$ cat src/hdl/pq_pkg.sv
package pq_pkg;

  ////////////////////////////////////////////////////////////
  // Sizes
  ////////////////////////////////////////////////////////////

  // Entry width
  localparam int DATA_W = 16;

  // Number of slots in the block RAM
  localparam int DEPTH = 16;

  // Slot index width
  localparam int ADDR_W = $clog2(DEPTH);

  // Occupancy count, one extra bit so that DEPTH fits
  localparam int CNT_W = $clog2(DEPTH + 1);

  ////////////////////////////////////////////////////////////
  // Encodings
  ////////////////////////////////////////////////////////////

  // Holding register source
  typedef enum logic [1:0] {
    LOAD_INPUT = 2'b00,
    LOAD_RAM   = 2'b01,
    LOAD_HOLD  = 2'b10
  } pq_load_e;

  // Control FSM states
  typedef enum logic [3:0] {
    ST_IDLE     = 4'd0,
    ST_FILL     = 4'd1,
    ST_COMPARE  = 4'd2,
    ST_SWAP     = 4'd3,
    ST_STEP     = 4'd4,
    ST_APPEND   = 4'd5,
    ST_DEQ_READ = 4'd6,
    ST_DEQ_OUT  = 4'd7
  } pq_state_e;

endpackage

$ cat src/hdl/pq_ctrl_if.sv
interface pq_ctrl_if;

  // Strobes from the FSM, recomputed every cycle
  pq_pkg::pq_load_e load_sel;
  logic             ram_we;
  logic             rd_en;
  logic             idx_clr;
  logic             idx_inc;
  logic             cnt_inc;
  logic             cnt_dec;
  logic             out_load;
  logic             addr_tail;

  // Status flags from the datapath
  logic greater;
  logic scan_end;
  logic full;
  logic empty;

  // Sequencer side
  modport fsm (
    output load_sel, ram_we, rd_en, idx_clr, idx_inc,
    output cnt_inc, cnt_dec, out_load, addr_tail,
    input  greater, scan_end, full, empty
  );

  // Datapath side
  modport dp (
    input  load_sel, ram_we, rd_en, idx_clr, idx_inc,
    input  cnt_inc, cnt_dec, out_load, addr_tail,
    output greater, scan_end, full, empty
  );

endinterface

$ cat src/hdl/pq_control_fsm.sv
module pq_control_fsm (
  input  logic  clk,
  input  logic  rst,
  pq_ctrl_if.fsm ctrl,
  input  logic  enq,
  input  logic  deq,
  output logic  busy,
  output logic  data_valid
);

  pq_pkg::pq_state_e state;
  pq_pkg::pq_state_e next_state;

  ////////////////////////////////////////////////////////////
  // State register
  ////////////////////////////////////////////////////////////

  always_ff @(posedge clk)
  begin
    if (rst)
    begin
      state <= pq_pkg::ST_IDLE;
    end
    else
    begin
      state <= next_state;
    end
  end

  // Result strobe lines up with the data_out register
  always_ff @(posedge clk)
  begin
    if (rst)
    begin
      data_valid <= 1'b0;
    end
    else
    begin
      data_valid <= (state == pq_pkg::ST_DEQ_OUT);
    end
  end

  // Any state but idle is a running operation
  assign busy = (state != pq_pkg::ST_IDLE);

  ////////////////////////////////////////////////////////////
  // Next state and strobes
  ////////////////////////////////////////////////////////////

  always_comb
  begin
    // Defaults keep every strobe quiet and the register unchanged
    next_state     = state;
    ctrl.load_sel  = pq_pkg::LOAD_HOLD;
    ctrl.ram_we    = 1'b0;
    ctrl.rd_en     = 1'b0;
    ctrl.idx_clr   = 1'b0;
    ctrl.idx_inc   = 1'b0;
    ctrl.cnt_inc   = 1'b0;
    ctrl.cnt_dec   = 1'b0;
    ctrl.out_load  = 1'b0;
    ctrl.addr_tail = 1'b0;

    case (state)
      pq_pkg::ST_IDLE:
      begin
        // Enqueue wins over dequeue
        // Take input, rewind index and fetch slot 0
        if (enq && !ctrl.full)
        begin
          ctrl.load_sel = pq_pkg::LOAD_INPUT;
          ctrl.idx_clr  = 1'b1;
          ctrl.rd_en    = 1'b1;
          next_state    = pq_pkg::ST_FILL;
        end
        else if (!enq && deq && !ctrl.empty)
        begin
          next_state = pq_pkg::ST_DEQ_READ;
        end
      end

      pq_pkg::ST_FILL:
      begin
        // Empty queue has nothing to scan
        next_state = ctrl.scan_end ? pq_pkg::ST_APPEND : pq_pkg::ST_COMPARE;
      end

      pq_pkg::ST_COMPARE:
      begin
        // Held value bigger than slot belongs here
        next_state = ctrl.greater ? pq_pkg::ST_SWAP : pq_pkg::ST_STEP;
      end

      pq_pkg::ST_SWAP:
      begin
        // Held value into slot and old slot value into register
        ctrl.ram_we   = 1'b1;
        ctrl.load_sel = pq_pkg::LOAD_RAM;
        next_state    = pq_pkg::ST_STEP;
      end

      pq_pkg::ST_STEP:
      begin
        ctrl.idx_inc = 1'b1;
        if (ctrl.scan_end)
        begin
          next_state = pq_pkg::ST_APPEND;
        end
        else
        begin
          // Fetch next slot for the following compare
          ctrl.rd_en = 1'b1;
          next_state = pq_pkg::ST_COMPARE;
        end
      end

      pq_pkg::ST_APPEND:
      begin
        // Leftover value is the smallest and goes to the first free slot
        ctrl.ram_we    = 1'b1;
        ctrl.addr_tail = 1'b1;
        ctrl.cnt_inc   = 1'b1;
        next_state     = pq_pkg::ST_IDLE;
      end

      pq_pkg::ST_DEQ_READ:
      begin
        // Smallest value sits in the last occupied slot
        ctrl.rd_en     = 1'b1;
        ctrl.addr_tail = 1'b1;
        next_state     = pq_pkg::ST_DEQ_OUT;
      end

      pq_pkg::ST_DEQ_OUT:
      begin
        ctrl.out_load = 1'b1;
        ctrl.cnt_dec  = 1'b1;
        next_state    = pq_pkg::ST_IDLE;
      end

      default:
      begin
        next_state = pq_pkg::ST_IDLE;
      end
    endcase
  end

endmodule

$ cat src/hdl/pq_datapath.sv
module pq_datapath (
  input  logic                      clk,
  input  logic                      rst,
  pq_ctrl_if.dp                     ctrl,
  input  logic [pq_pkg::DATA_W-1:0] data_in,
  output logic [pq_pkg::ADDR_W-1:0] ram_addr,
  output logic [pq_pkg::DATA_W-1:0] ram_wdata,
  input  logic [pq_pkg::DATA_W-1:0] ram_rdata,
  output logic [pq_pkg::DATA_W-1:0] data_out,
  output logic [pq_pkg::CNT_W-1:0]  count
);

  logic [pq_pkg::DATA_W-1:0] hold_q;
  logic [pq_pkg::ADDR_W-1:0] idx_q;
  // Index as seen after this cycle's step
  logic [pq_pkg::CNT_W-1:0]  idx_next;
  logic [pq_pkg::CNT_W-1:0]  tail;

  ////////////////////////////////////////////////////////////
  // Registers
  ////////////////////////////////////////////////////////////

  // Holding register
  always_ff @(posedge clk)
  begin
    case (ctrl.load_sel)
      pq_pkg::LOAD_INPUT: hold_q <= data_in;
      pq_pkg::LOAD_RAM:   hold_q <= ram_rdata;
      default:            hold_q <= hold_q;
    endcase
  end

  // Scan index and occupancy
  always_ff @(posedge clk)
  begin
    if (rst)
    begin
      idx_q <= '0;
      count <= '0;
    end
    else
    begin
      if (ctrl.idx_clr)
      begin
        idx_q <= '0;
      end
      else if (ctrl.idx_inc)
      begin
        idx_q <= idx_q + 1'b1;
      end
      if (ctrl.cnt_inc)
      begin
        count <= count + 1'b1;
      end
      else if (ctrl.cnt_dec)
      begin
        count <= count - 1'b1;
      end
    end
  end

  // Dequeue result, held until the next dequeue
  always_ff @(posedge clk)
  begin
    if (rst)
    begin
      data_out <= '0;
    end
    else if (ctrl.out_load)
    begin
      data_out <= ram_rdata;
    end
  end

  ////////////////////////////////////////////////////////////
  // Address, write data and flags
  ////////////////////////////////////////////////////////////

  assign idx_next = {1'b0, idx_q} + pq_pkg::CNT_W'(ctrl.idx_inc);

  // Append writes at count, dequeue reads at count - 1
  assign tail = ctrl.ram_we ? count : count - pq_pkg::CNT_W'(1);

  always_comb
  begin
    if (ctrl.idx_clr)
      ram_addr = '0;
    else if (ctrl.addr_tail)
      ram_addr = tail[pq_pkg::ADDR_W-1:0];
    else
      ram_addr = idx_next[pq_pkg::ADDR_W-1:0];
  end

  assign ram_wdata = hold_q;

  assign ctrl.greater  = (hold_q > ram_rdata);
  assign ctrl.scan_end = (idx_next == count);
  assign ctrl.full     = (count == pq_pkg::CNT_W'(pq_pkg::DEPTH));
  assign ctrl.empty    = (count == '0);

endmodule

$ cat src/hdl/pq_slot_ram.sv
module pq_slot_ram (
  input  logic                      clk,
  input  logic                      we,
  input  logic                      rd_en,
  input  logic [pq_pkg::ADDR_W-1:0] addr,
  input  logic [pq_pkg::DATA_W-1:0] wdata,
  output logic [pq_pkg::DATA_W-1:0] rdata
);

  // Sorted entries, largest at slot 0
  logic [pq_pkg::DATA_W-1:0] mem [pq_pkg::DEPTH];

  // Write port
  always_ff @(posedge clk)
  begin
    if (we)
    begin
      mem[addr] <= wdata;
    end
  end

  // Registered read, output holds between reads
  always_ff @(posedge clk)
  begin
    if (rd_en)
    begin
      rdata <= mem[addr];
    end
  end

endmodule

$ cat src/hdl/pq_top.sv
module pq_top (
  input  logic                      clk,
  input  logic                      rst,
  input  logic                      enq,
  input  logic                      deq,
  input  logic [pq_pkg::DATA_W-1:0] data_in,
  output logic [pq_pkg::DATA_W-1:0] data_out,
  output logic                      data_valid,
  output logic                      busy,
  output logic                      full,
  output logic                      empty,
  output logic [pq_pkg::CNT_W-1:0]  count
);

  // Datapath to RAM
  logic [pq_pkg::ADDR_W-1:0] ram_addr;
  logic [pq_pkg::DATA_W-1:0] ram_wdata;
  logic [pq_pkg::DATA_W-1:0] ram_rdata;

  pq_ctrl_if ctrl_if ();

  pq_control_fsm u_control_fsm (
    .clk        (clk),
    .rst        (rst),
    .ctrl       (ctrl_if.fsm),
    .enq        (enq),
    .deq        (deq),
    .busy       (busy),
    .data_valid (data_valid)
  );

  pq_datapath u_datapath (
    .clk       (clk),
    .rst       (rst),
    .ctrl      (ctrl_if.dp),
    .data_in   (data_in),
    .ram_addr  (ram_addr),
    .ram_wdata (ram_wdata),
    .ram_rdata (ram_rdata),
    .data_out  (data_out),
    .count     (count)
  );

  // Strobes straight from the FSM
  pq_slot_ram u_slot_ram (
    .clk   (clk),
    .we    (ctrl_if.ram_we),
    .rd_en (ctrl_if.rd_en),
    .addr  (ram_addr),
    .wdata (ram_wdata),
    .rdata (ram_rdata)
  );

  // Status flags
  assign full  = ctrl_if.full;
  assign empty = ctrl_if.empty;

endmodule

$ cat config.mk
export PLATFORM = sky130hd
export DESIGN_NAME = pq_top
export DESIGN_NICKNAME = d
export VERILOG_FILES = /design/src/hdl/pq_pkg.sv /design/src/hdl/pq_ctrl_if.sv /design/src/hdl/pq_control_fsm.sv /design/src/hdl/pq_datapath.sv /design/src/hdl/pq_slot_ram.sv /design/src/hdl/pq_top.sv
export SDC_FILE = /design/constraint.sdc
export NUM_CORES = 1
export LEC_CHECK = 0
export BUFFER_PORTS_ARGS = -buffer_cell sky130_fd_sc_hd__buf_2
export CAP_MARGIN = 20
export CORE_MARGIN = 5
export CORE_UTILIZATION = 54
export CTS_BUF_LIST = sky130_fd_sc_hd__clkbuf_16
export CTS_CLUSTER_SIZE = 16
export DETAILED_ROUTE_END_ITERATION = 16
export PLACE_DENSITY = 0.69
export SETUP_SLACK_MARGIN = 0.2
export SLEW_MARGIN = 25
export SYNTH_ARGS = -nofsm -noshare
export SYNTH_HDL_FRONTEND = slang
export SYNTH_HIERARCHICAL = 1
export SYNTH_SLANG_ARGS = --single-unit
$ cat constraint.sdc
create_clock -name clk -period 5.6 [get_ports clk]
set_input_delay 1.12 -clock clk [delete_from_list [all_inputs] [get_ports clk]]
set_output_delay 1.12 -clock clk [all_outputs]
set_load 0.005 [all_outputs]
# Yosys cells after proc, flatten, opt, wreduce, memory -nomap -nowiden
# Memories as Yosys holds them, arrays and structs flattened. A register that Yosys moved wholly into a read port is not among the register bits.
# Index checks and enable logic that the tools add are counted.
[totals] out_inout_bits=25 reg_bits=46 word_cells=63 mem_bits_rw=256 mem_count=1 in_bits=20
[op_classes] n_reduce_logical=16 n_eq_ne=11 mux=24 n_lt_le_gt_ge=1 n_addsub=4
[memory_table] memory="u_slot_ram.mem" words=16 word_bits=16 rd=1 rd_ports_with_merged_regs=1 wr=1 line="pq_slot_ram.sv:11" text="logic [pq_pkg::DATA_W-1:0] mem [pq_pkg::DEPTH];"
[op_table] cell="case mux 16 bit (2 select lines)" n=1
[op_table] cell="2-to-1 mux 4 bit" n=5
[op_table] cell="case mux 4 bit (5 select lines)" n=1
[op_table] cell="equality test 4 x 3 -> 1 bit, second input constant" n=4
[op_table] cell="greater-than comparator 16 bit" n=1
[op_table] cell="2-to-1 mux 1 bit" n=10
[op_table] cell="2-to-1 mux 5 bit" n=2
[op_table] cell="equality test 4 x 2 -> 1 bit, second input constant" n=2
[op_table] cell="OR reduction 2 bit" n=4
[op_table] cell="2-to-1 mux 3 bit" n=2
[op_table] cell="adder 4 x 1 -> 5 bit" n=1
[op_table] cell="adder 5 x 1 -> 5 bit, second input constant" n=1
[op_table] cell="equality test 5 bit" n=1
[op_table] cell="equality test 5 bit, second input constant" n=1
[op_table] cell="logical NOT 5 bit" n=1
[op_table] cell="subtractor 5 x 1 -> 5 bit, second input constant" n=1
[op_table] cell="adder 4 x 1 -> 4 bit, second input constant" n=1
[op_table] cell="equality test 4 x 1 -> 1 bit, second input constant" n=1
[op_table] cell="logical NOT 4 bit" n=1
[op_table] cell="case mux 2 bit (2 select lines)" n=1
[op_table] cell="nonzero test 2 bit" n=2
[op_table] cell="nonzero test 4 bit" n=1
[op_table] cell="logical AND 1 bit" n=3
[op_table] cell="logical NOT 1 bit" n=3
[op_table] cell="5 further kinds" n=5

# Logic depth before layout (Yosys ltp)
# Gate-level depths: netlist of run 1.
[depth] word_depth=7 ltp_mapped=13 ltp_nobuf=10

# By module
# The synthesis of run 1 kept the hierarchy.
[modules_own_cells] module="pq_slot_ram" area_each_um2=10183.5 n_inst=1 cells_per_inst=434
[modules_own_cells] module="pq_datapath" area_each_um2=2352.3 n_inst=1 cells_per_inst=249
[modules_own_cells] module="pq_control_fsm" area_each_um2=336.6 n_inst=1 cells_per_inst=47

# Least setup slack after synthesis of run 1
# No wires, ideal clock.
[synth_timing] path_type="register to register" start="reg u_datapath/count[0] in the netlist's numbering" end="mem u_slot_ram/mem[0][0] in the netlist's numbering, enable pin" path_slack_ns=1.655 n_path_buf=2 period_less_slack_ns=3.945 arrival_ns=3.536 stages_incl_launch_ff=11 cell_sequence="dfxtp_1 -> clkbuf_1 -> inv_1 -> ha_1 -> and4bb_2 -> nand2b_1 -> nor2_1 -> clkbuf_1 -> a211oi_1 -> or3b_2 -> nor3_1"
[synth_via] elab_chain_cells=6
[synth_lines] item="start: declaration" line="pq_datapath.sv:10" text="output logic [pq_pkg::CNT_W-1:0] count"
[synth_lines] item="start signal: assignment" line="pq_datapath.sv:53" text="count <= count + 1'b1;"
[synth_lines] item="start signal: assignment" line="pq_datapath.sv:57" text="count <= count - 1'b1;"
[synth_lines] item="equality test 5 bit" line="pq_datapath.sv:98" text="assign ctrl.full = (count == pq_pkg::CNT_W'(pq_pkg::DEPTH));"
[synth_lines] item="net full" line="pq_top.sv:10" text="output logic full,"
[synth_lines] item="logical NOT 1 bit" line="pq_control_fsm.sv:69" text="if (enq && !ctrl.full)"
[synth_lines] item="logical AND 1 bit" line="pq_control_fsm.sv:69"
[synth_lines] item="2-to-1 mux 1 bit" line="pq_control_fsm.sv:69"
[synth_lines] item="2-to-1 mux 1 bit" line="pq_control_fsm.sv:64" text="case (state)"
[synth_lines] item="net ctrl_if.idx_clr" line="pq_ctrl_if.sv:7" text="logic idx_clr;"
[synth_lines] item="2-to-1 mux 4 bit" line="pq_datapath.sv:86" text="if (ctrl.idx_clr)"
[synth_lines] item="net ram_addr, one bit" line="pq_top.sv:16" text="logic [pq_pkg::ADDR_W-1:0] ram_addr;"
[synth_lines] item="end: declaration" line="pq_slot_ram.sv:11"
# The timed path passes the listed nets, and every way through them passes these cells.

# Final worst setup path of run 1
[layout_timing] start="reg u_control_fsm.state[2]" end="mem u_slot_ram/mem[15][5] in the netlist's numbering, enable pin"
[layout_rtl] item="start: declaration" line="pq_control_fsm.sv:11" text="pq_pkg::pq_state_e state;"
[layout_rtl] item="start signal: assignment" line="pq_control_fsm.sv:22" text="state <= pq_pkg::ST_IDLE;"
[layout_rtl] item="start signal: assignment" line="pq_control_fsm.sv:26" text="state <= next_state;"
[layout_rtl] item="equality test 4 x 3 -> 1 bit" line="pq_control_fsm.sv:64"
[layout_rtl] item="2-to-1 mux 1 bit" line="pq_control_fsm.sv:64"
[layout_rtl] item="net ctrl_if.idx_inc" line="pq_ctrl_if.sv:8" text="logic idx_inc;"
[layout_rtl] item="adder 4 x 1 -> 5 bit" line="pq_datapath.sv:79" text="assign idx_next = {1'b0, idx_q} + pq_pkg::CNT_W'(ctrl.idx_inc);"
[layout_rtl] item="2-to-1 mux 4 bit" line="pq_datapath.sv:88" text="else if (ctrl.addr_tail)"
[layout_rtl] item="2-to-1 mux 4 bit" line="pq_datapath.sv:86"
[layout_rtl] item="net ram_addr, one bit" line="pq_top.sv:16"
# The timed path passes the listed nets, and every way through them passes these cells.

==> run metrics, run 1 <==
clock tree buffer depth=3; Vias=6702; hold path depth=2; synthesized net count=772; post-layout util=0.614; Post-Syn Instances=730; Starting Density=0.548; first-pass GRT wire length=41.4 mm; share of the synthesized area in the top cell type=0.672; Final setup viols=0; relative slew slack=0.297; Synth area leaders=edfxtp_1 (67%), mux4_2 (11%), dfxtp_1 (4.5%); P_leak=0.00485 uW; NetSw=1990 uW; Slew @ Worst Pin=roughly 1100 ps; Worst Hold Class=reg -> reg; FF-to-FF End=u_slot_ram/mem[15][5]; core area=23500 um2; number of global-route vias before repair=between 6000 and 7000; DIE AREA=about 27000 um2; ANT nets after route=0; Slowest Stage Delay on Critical Path=870 ps; post-synth top area cell=edfxtp_1; Post-CTS Setup Inserts=0; unique cell type count in the Yosys netlist=49; number of gates resized after cts=0; DR WL/cell=23.4 um; dpl hpwl=16.8 mm; initial antenna violation count=0; port bufs=44; most frequent cell after synthesis=edfxtp_1; Pwr per Cell Area=between 400 and 500 nW/um2; syn avg cell area=~18 um2; Clock Tree Root=clkbuf_16; Clock power frac=0.275; predominant post-synthesis flop cell=edfxtp_1; Ports=45; Fill cells=1651; CTS Sinks=317; crit path DAT=4550 ps; CTS tree=yes; EDFF count, synth=288; n_diodes=0; commonest cells in the synthesized netlist=edfxtp_1 (288), mux4_2 (62), nor2_1 (47); maxcap violations=0; switch share=0.294; Fin Setup TNS=0 ps; maximum vdd drop=slightly above 0.4 mV; Critical Path Source Type=flop; Final min period=around 4300 ps; Ys Warns=6; Mapped Area=12900 um2; Overflow after GRT=0; hold path start=u_datapath/data_out[10]; Residual DRC=0; combinational fraction of design power=0.247; layout cells sized above 1=0.228; slowest stage cell, crit path=nor2_1; reg2reg start=u_control_fsm/state[2]; cts hold-fix bufs=0; final WL=26.5 mm; CTS H-tree lvls=1; final hold vios=0; Fmax=0.233 GHz; Setup crit end kind=flop; gp weighted congestion=0.828; Nets=830; CP max FO=16; R2R depth=9; Vias/cell=5.93; CP cell instances=nor3b_2, ha_1, ha_1, xor2_1, nor2_1, a211oi_1, nand3_1, nor2_1, buf_4; crit path kind=reg -> reg; flop2flop setup slack=1300 ps; Critical path origin=u_control_fsm/state[2]; sequential share of the synthesized area=0.717; FP Rows=56; Tot Pwr=6770 uW; post-route clock period utilization=0.767; Layout area overhead=12.0%; DRT iter0 DRCs=between 700 and 800; total CTS buffers=31; status=complete, no violations; CTS clk-pin slew, worst paths=about 60 ps; register bit total from synthesis=317; register share of total power=0.478; 1st-pass router iterations=5; largest net degree at the start of global routing=72; Max Slew Vio Count=0; Pint=4780 uW; Worst Hold End=u_datapath/data_out[10]; Die X=164 um; Die Ht=around 160 um; Worst EP required=5850 ps; clock skew=15.7 ps; clock latency on the worst-skew pair=550 ps; total track usage=0.202; Post-synth ARST share=0; RSZ-0062 raised after global routing=no
==> power groups by stage <==
| stage | Sequential, uW | Clock, uW | Combinational [uW] |
|---|---|---|---|
| detailed placement | 3290 | 0 | 1680 |
| floorplan | 3110 | 0 | 1370 |
| finish | 3240 | 1860 | 1670 |
| CTS | 3250 | 1910 | 1690 |
| global placement | 3270 | 0 | 1660 |
| global route | 3270 | 2010 | 1850 |
==> cells in the final DEF, fill, tap and decap left out, types with 9 or more instances in the layout <==
cell type	synthesis	layout
dfxtp_1	29	29
inv_1	20	28
a21oi_1	12	12
buf_2	8	44
mux2i_1	19	19
buf_4	3	22
clkinv_1	0	10
xor2_1	9	9
xnor2_1	10	10
mux4_2	62	62
nor2_1	47	45
clkbuf_16	0	31
edfxtp_1	288	288
ha_1	22	22
o21ai_0	20	20
a22oi_1	32	32
nand2_1	44	44
==> per-layer routing <==
layer / GRT usage / vias up / share of wire
met4: 0.0416 / 0 / 0.016
met1: 0.291 / 3426 / 0.43
met3: 0.0307 / 36 / 0.067
met5: 0 / - / 0
met2: 0.336 / 253 / 0.49
li1: - / 2987 / -
==> stage by stage <==
step | instances | area, um2 | hold slack, ps | worst slack [ps]
after global placement | 1074 | 13500 | 472 | 1460
after CTS | 1131 | 14400 | 499 | 1350
after global routing | 1131 | 14400 | 527 | 989
final | 1131 | 14400 | 495 | 1300
after detailed placement | 1074 | 13500 | 485 | 1360
after floorplan | 730 | 12900 | 483 | 1650
==> cell families after synthesis <==
| family | count (synthesis) | share of synthesized area |
|---|---|---|
| flops | 317 | 0.717 |
| buf+inv | 62 | 0.0232 |
| mux | 84 | 0.128 |
| simple gates | 145 | 0.0549 |
| compound gates | 81 | 0.0424 |
| fa+ha+maj | 22 | 0.0214 |
| xor+xnor | 19 | 0.0129 |
==> critical path, delay by kind of cell, from the launching register on <==
family | cells | cell delay [ps]
AND/OR/NAND/NOR | 4 | 1770
adder cells (fa/ha/maj) | 2 | 500
XOR/XNOR | 1 | 170
flip-flops | 1 | 610
buffers and inverters | 1 | 320
AO/OA/AOI/OAI | 1 | 610
==> state kept, by name, summed over array words and instances (netlist names) <==
register                  count
u_datapath/data_out          16
u_slot_ram/mem              256
u_slot_ram/rdata             16
u_control_fsm/state           3
u_datapath/ram_wdata         16
u_control_fsm/data_valid      1
u_datapath/count              5
u_datapath/idx_q              4
==> worst max-delay path by stage <==
stage | cells after the start | end
2_1_floorplan | 10 | u_slot_ram/mem[0][0]
3_3_place_gp | 7 | u_datapath/ram_wdata[0]
6_report | 9 | u_slot_ram/mem[15][5]
3_5_place_dp | 9 | u_slot_ram/mem[15][2]
5_1_grt | 9 | u_datapath/ram_wdata[0]
4_1_cts | 9 | u_datapath/ram_wdata[0]
==> area by class of cell <==
| class | count | area, um2 | area share |
|---|---|---|---|
| Clock buffer | 31 | 776 | 0.0538 |
| Timing Repair Buffer | 67 | 405 | 0.0281 |
| Tap cell | 319 | 399 | 0.0277 |
| Sequential cell | 317 | 9230 | 0.640 |
| Multi-Input combinational cell | 351 | 3390 | 0.235 |
| Inverter | 20 | 75.1 | 0.00521 |
| Clock inverter | 26 | 146 | 0.0102 |
Note: power is estimated with default switching activity, not from simulation.
==> run 2: changes to the inputs <==
PLACE_DENSITY = 0.72   (was 0.69)
clock period = 3.69 ns   (was 5.6 ns; I/O delays follow)
==> run 2 against run 1 <==
Effect of this change:
- clock skew shrank 7.1 ps
- global-route usage shrank 0.066 points
- combinational power grew 68%
- largest power group unchanged
- sequential cell count unchanged
- cell area is 1.8% higher
- clock-buffer cell count unchanged
- maximum frequency up 31%
- power grew 57%
- first-iteration DRC count down 2.4%
- sequential share of layout area down 1.1 points
- register-to-register slack got worse by 900 ps
- largest cell class unchanged
- highest routed layer unchanged
==> run metrics, run 2 (synthesized netlist as in run 1, its figures left out) <==
status=complete, no violations; RSZ-0062 raised after global routing=no; flop2flop setup slack=400 ps; DRT iter0 DRCs=729; Worst Hold Class=in -> reg; Fill cells=1624; Residual DRC=0; first-pass GRT wire length=41.2 mm; DIE AREA=~27000 um2; Critical Path Source Type=flop; clock latency on the worst-skew pair=between 500 and 600 ps; Starting Density=0.548; Final min period=3290 ps; total CTS buffers=31; FF-to-FF End=u_slot_ram/rdata[4]; maxcap violations=0; CP delay by family, top=multiplexers; layout cells sized above 1=0.255; P_leak=0.00501 uW; slowest stage cell, crit path=dfxtp_1; most common cell after layout, fill and taps aside=edfxtp_1; Setup crit end kind=flop; core area=23500 um2; Max Slew Vio Count=0; Critical path origin=u_control_fsm/state[1]; DR WL/cell=~24 um; Vias=6853; Vias/cell=5.95; clock skew=8.69 ps; Layout area overhead=14.0%; max FFs per register=between 200 and 300; Worst Hold End=u_datapath/ram_wdata[13]; ANT nets after route=0; post-route clock period utilization=0.892; Worst Hold Slack=about 470 ps; CP max FO=44; largest net degree at the start of global routing=45; CTS clk-pin slew, worst paths=60 ps; final hold vios=0; CTS H-tree lvls=1; total track usage=0.202; Clock Tree Root=clkbuf_16; Ports=45; CTS tree=yes; crit path DAT=3570 ps; crit path kind=reg -> reg; Fmax=0.304 GHz; Overflow after GRT=0; multi-input combinational cell area=3400 um2; FP Rows=56; CP cell instances=xor2_1, and2_1, xnor2_1, mux2i_1, nor2_4, clkbuf_16, mux4_2, a22oi_1, nand2_1; Final setup viols=0; Die Ht=164 um; Worst path depth=9; Slowest Stage Delay on Critical Path=630 ps; maximum vdd drop=0.467 mV; Pwr per Cell Area=723 nW/um2; commonest cells after routing, fill and taps aside=edfxtp_1 (288), mux4_2 (62), buf_2 (44), nand2_1 (44), nor2_1 (42); Die X=164 um; hold path start=data_in[13]; post-layout util=0.625; Slew @ Worst Pin=970 ps; Largest Register=u_slot_ram/mem; gp weighted congestion=0.837; CTS Sinks=317; clock tree buffer depth=3; reg2reg start=u_control_fsm/state[1]; initial antenna violation count=0; dpl hpwl=approximately 17 mm; final WL=27.1 mm; 1st-pass router iterations=5; number of global-route vias before repair=7042; hold path depth=3; Worst EP required=3970 ps; Nets=850; cts hold-fix bufs=0; relative slew slack=0.351; port bufs=44; Buf+Inv Stages, Crit Path=1; R2R depth=9; Tot Pwr=~11000 uW; FF/Latch Area=a little over 9000 um2; n_diodes=0
[run 2: final cells by class]
class / count / area share
Clock buffer: 31 / 0.0529
Clock inverter: 26 / 0.0130
Inverter: 20 / 0.00512
Multi-Input combinational cell: 352 / 0.232
Sequential cell: 317 / 0.629
Tap cell: 319 / 0.0272
Timing Repair Buffer: 86 / 0.0411
[run 2: how the worst max path moves through the flow]
stage | end | slack, ps
after detailed placement | u_slot_ram/rdata[4] | 250
after CTS | u_slot_ram/rdata[4] | 230
final | u_slot_ram/rdata[4] | 400
after global placement | u_slot_ram/rdata[3] | 340
after global routing | u_slot_ram/rdata[2] | 210
after floorplan | u_slot_ram/mem[4][0] | -90
[run 2: layer usage]
metal  GRT usage  share of wire  wire, um
met1       0.279           0.42     11300
met2       0.333           0.49     13200
met3      0.0412          0.074      1990
met4      0.0533          0.022       590
met5           0              0         0
[run 2: worst register-to-register path, delay by kind of cell (launching register included)]
family	cells	cell delay, ps
and+or+nand+nor	3	620
buffers and inverters	1	350
muxes	2	720
AOI/OAI and AO/OA	1	370
xor gates and xnor gates	2	350
DFF	1	630
[run 2: repair_timing]
item,CTS,global route
resized for setup,0,5
buffers inserted,0,2
hold endpoints to repair,0,0
setup endpoints to repair,0,111
[run 2: stage by stage]
stage | worst slack (ps) | TNS, ps | std cells | area (um2)
6_report | 400 | 0 | 1151 | 14700
4_1_cts | 228 | 0 | 1148 | 14600
5_1_grt | 207 | 0 | 1151 | 14700
2_1_floorplan | -86.7 | -2690 | 730 | 12900
3_5_place_dp | 251 | 0 | 1091 | 13700
3_3_place_gp | 345 | 0 | 1091 | 13700
[run 2: power by group]
part / switching, uW / internal (uW)
Clock: 1230 / 1720
Combinational: 1490 / 1320
Sequential: 389 / 4460
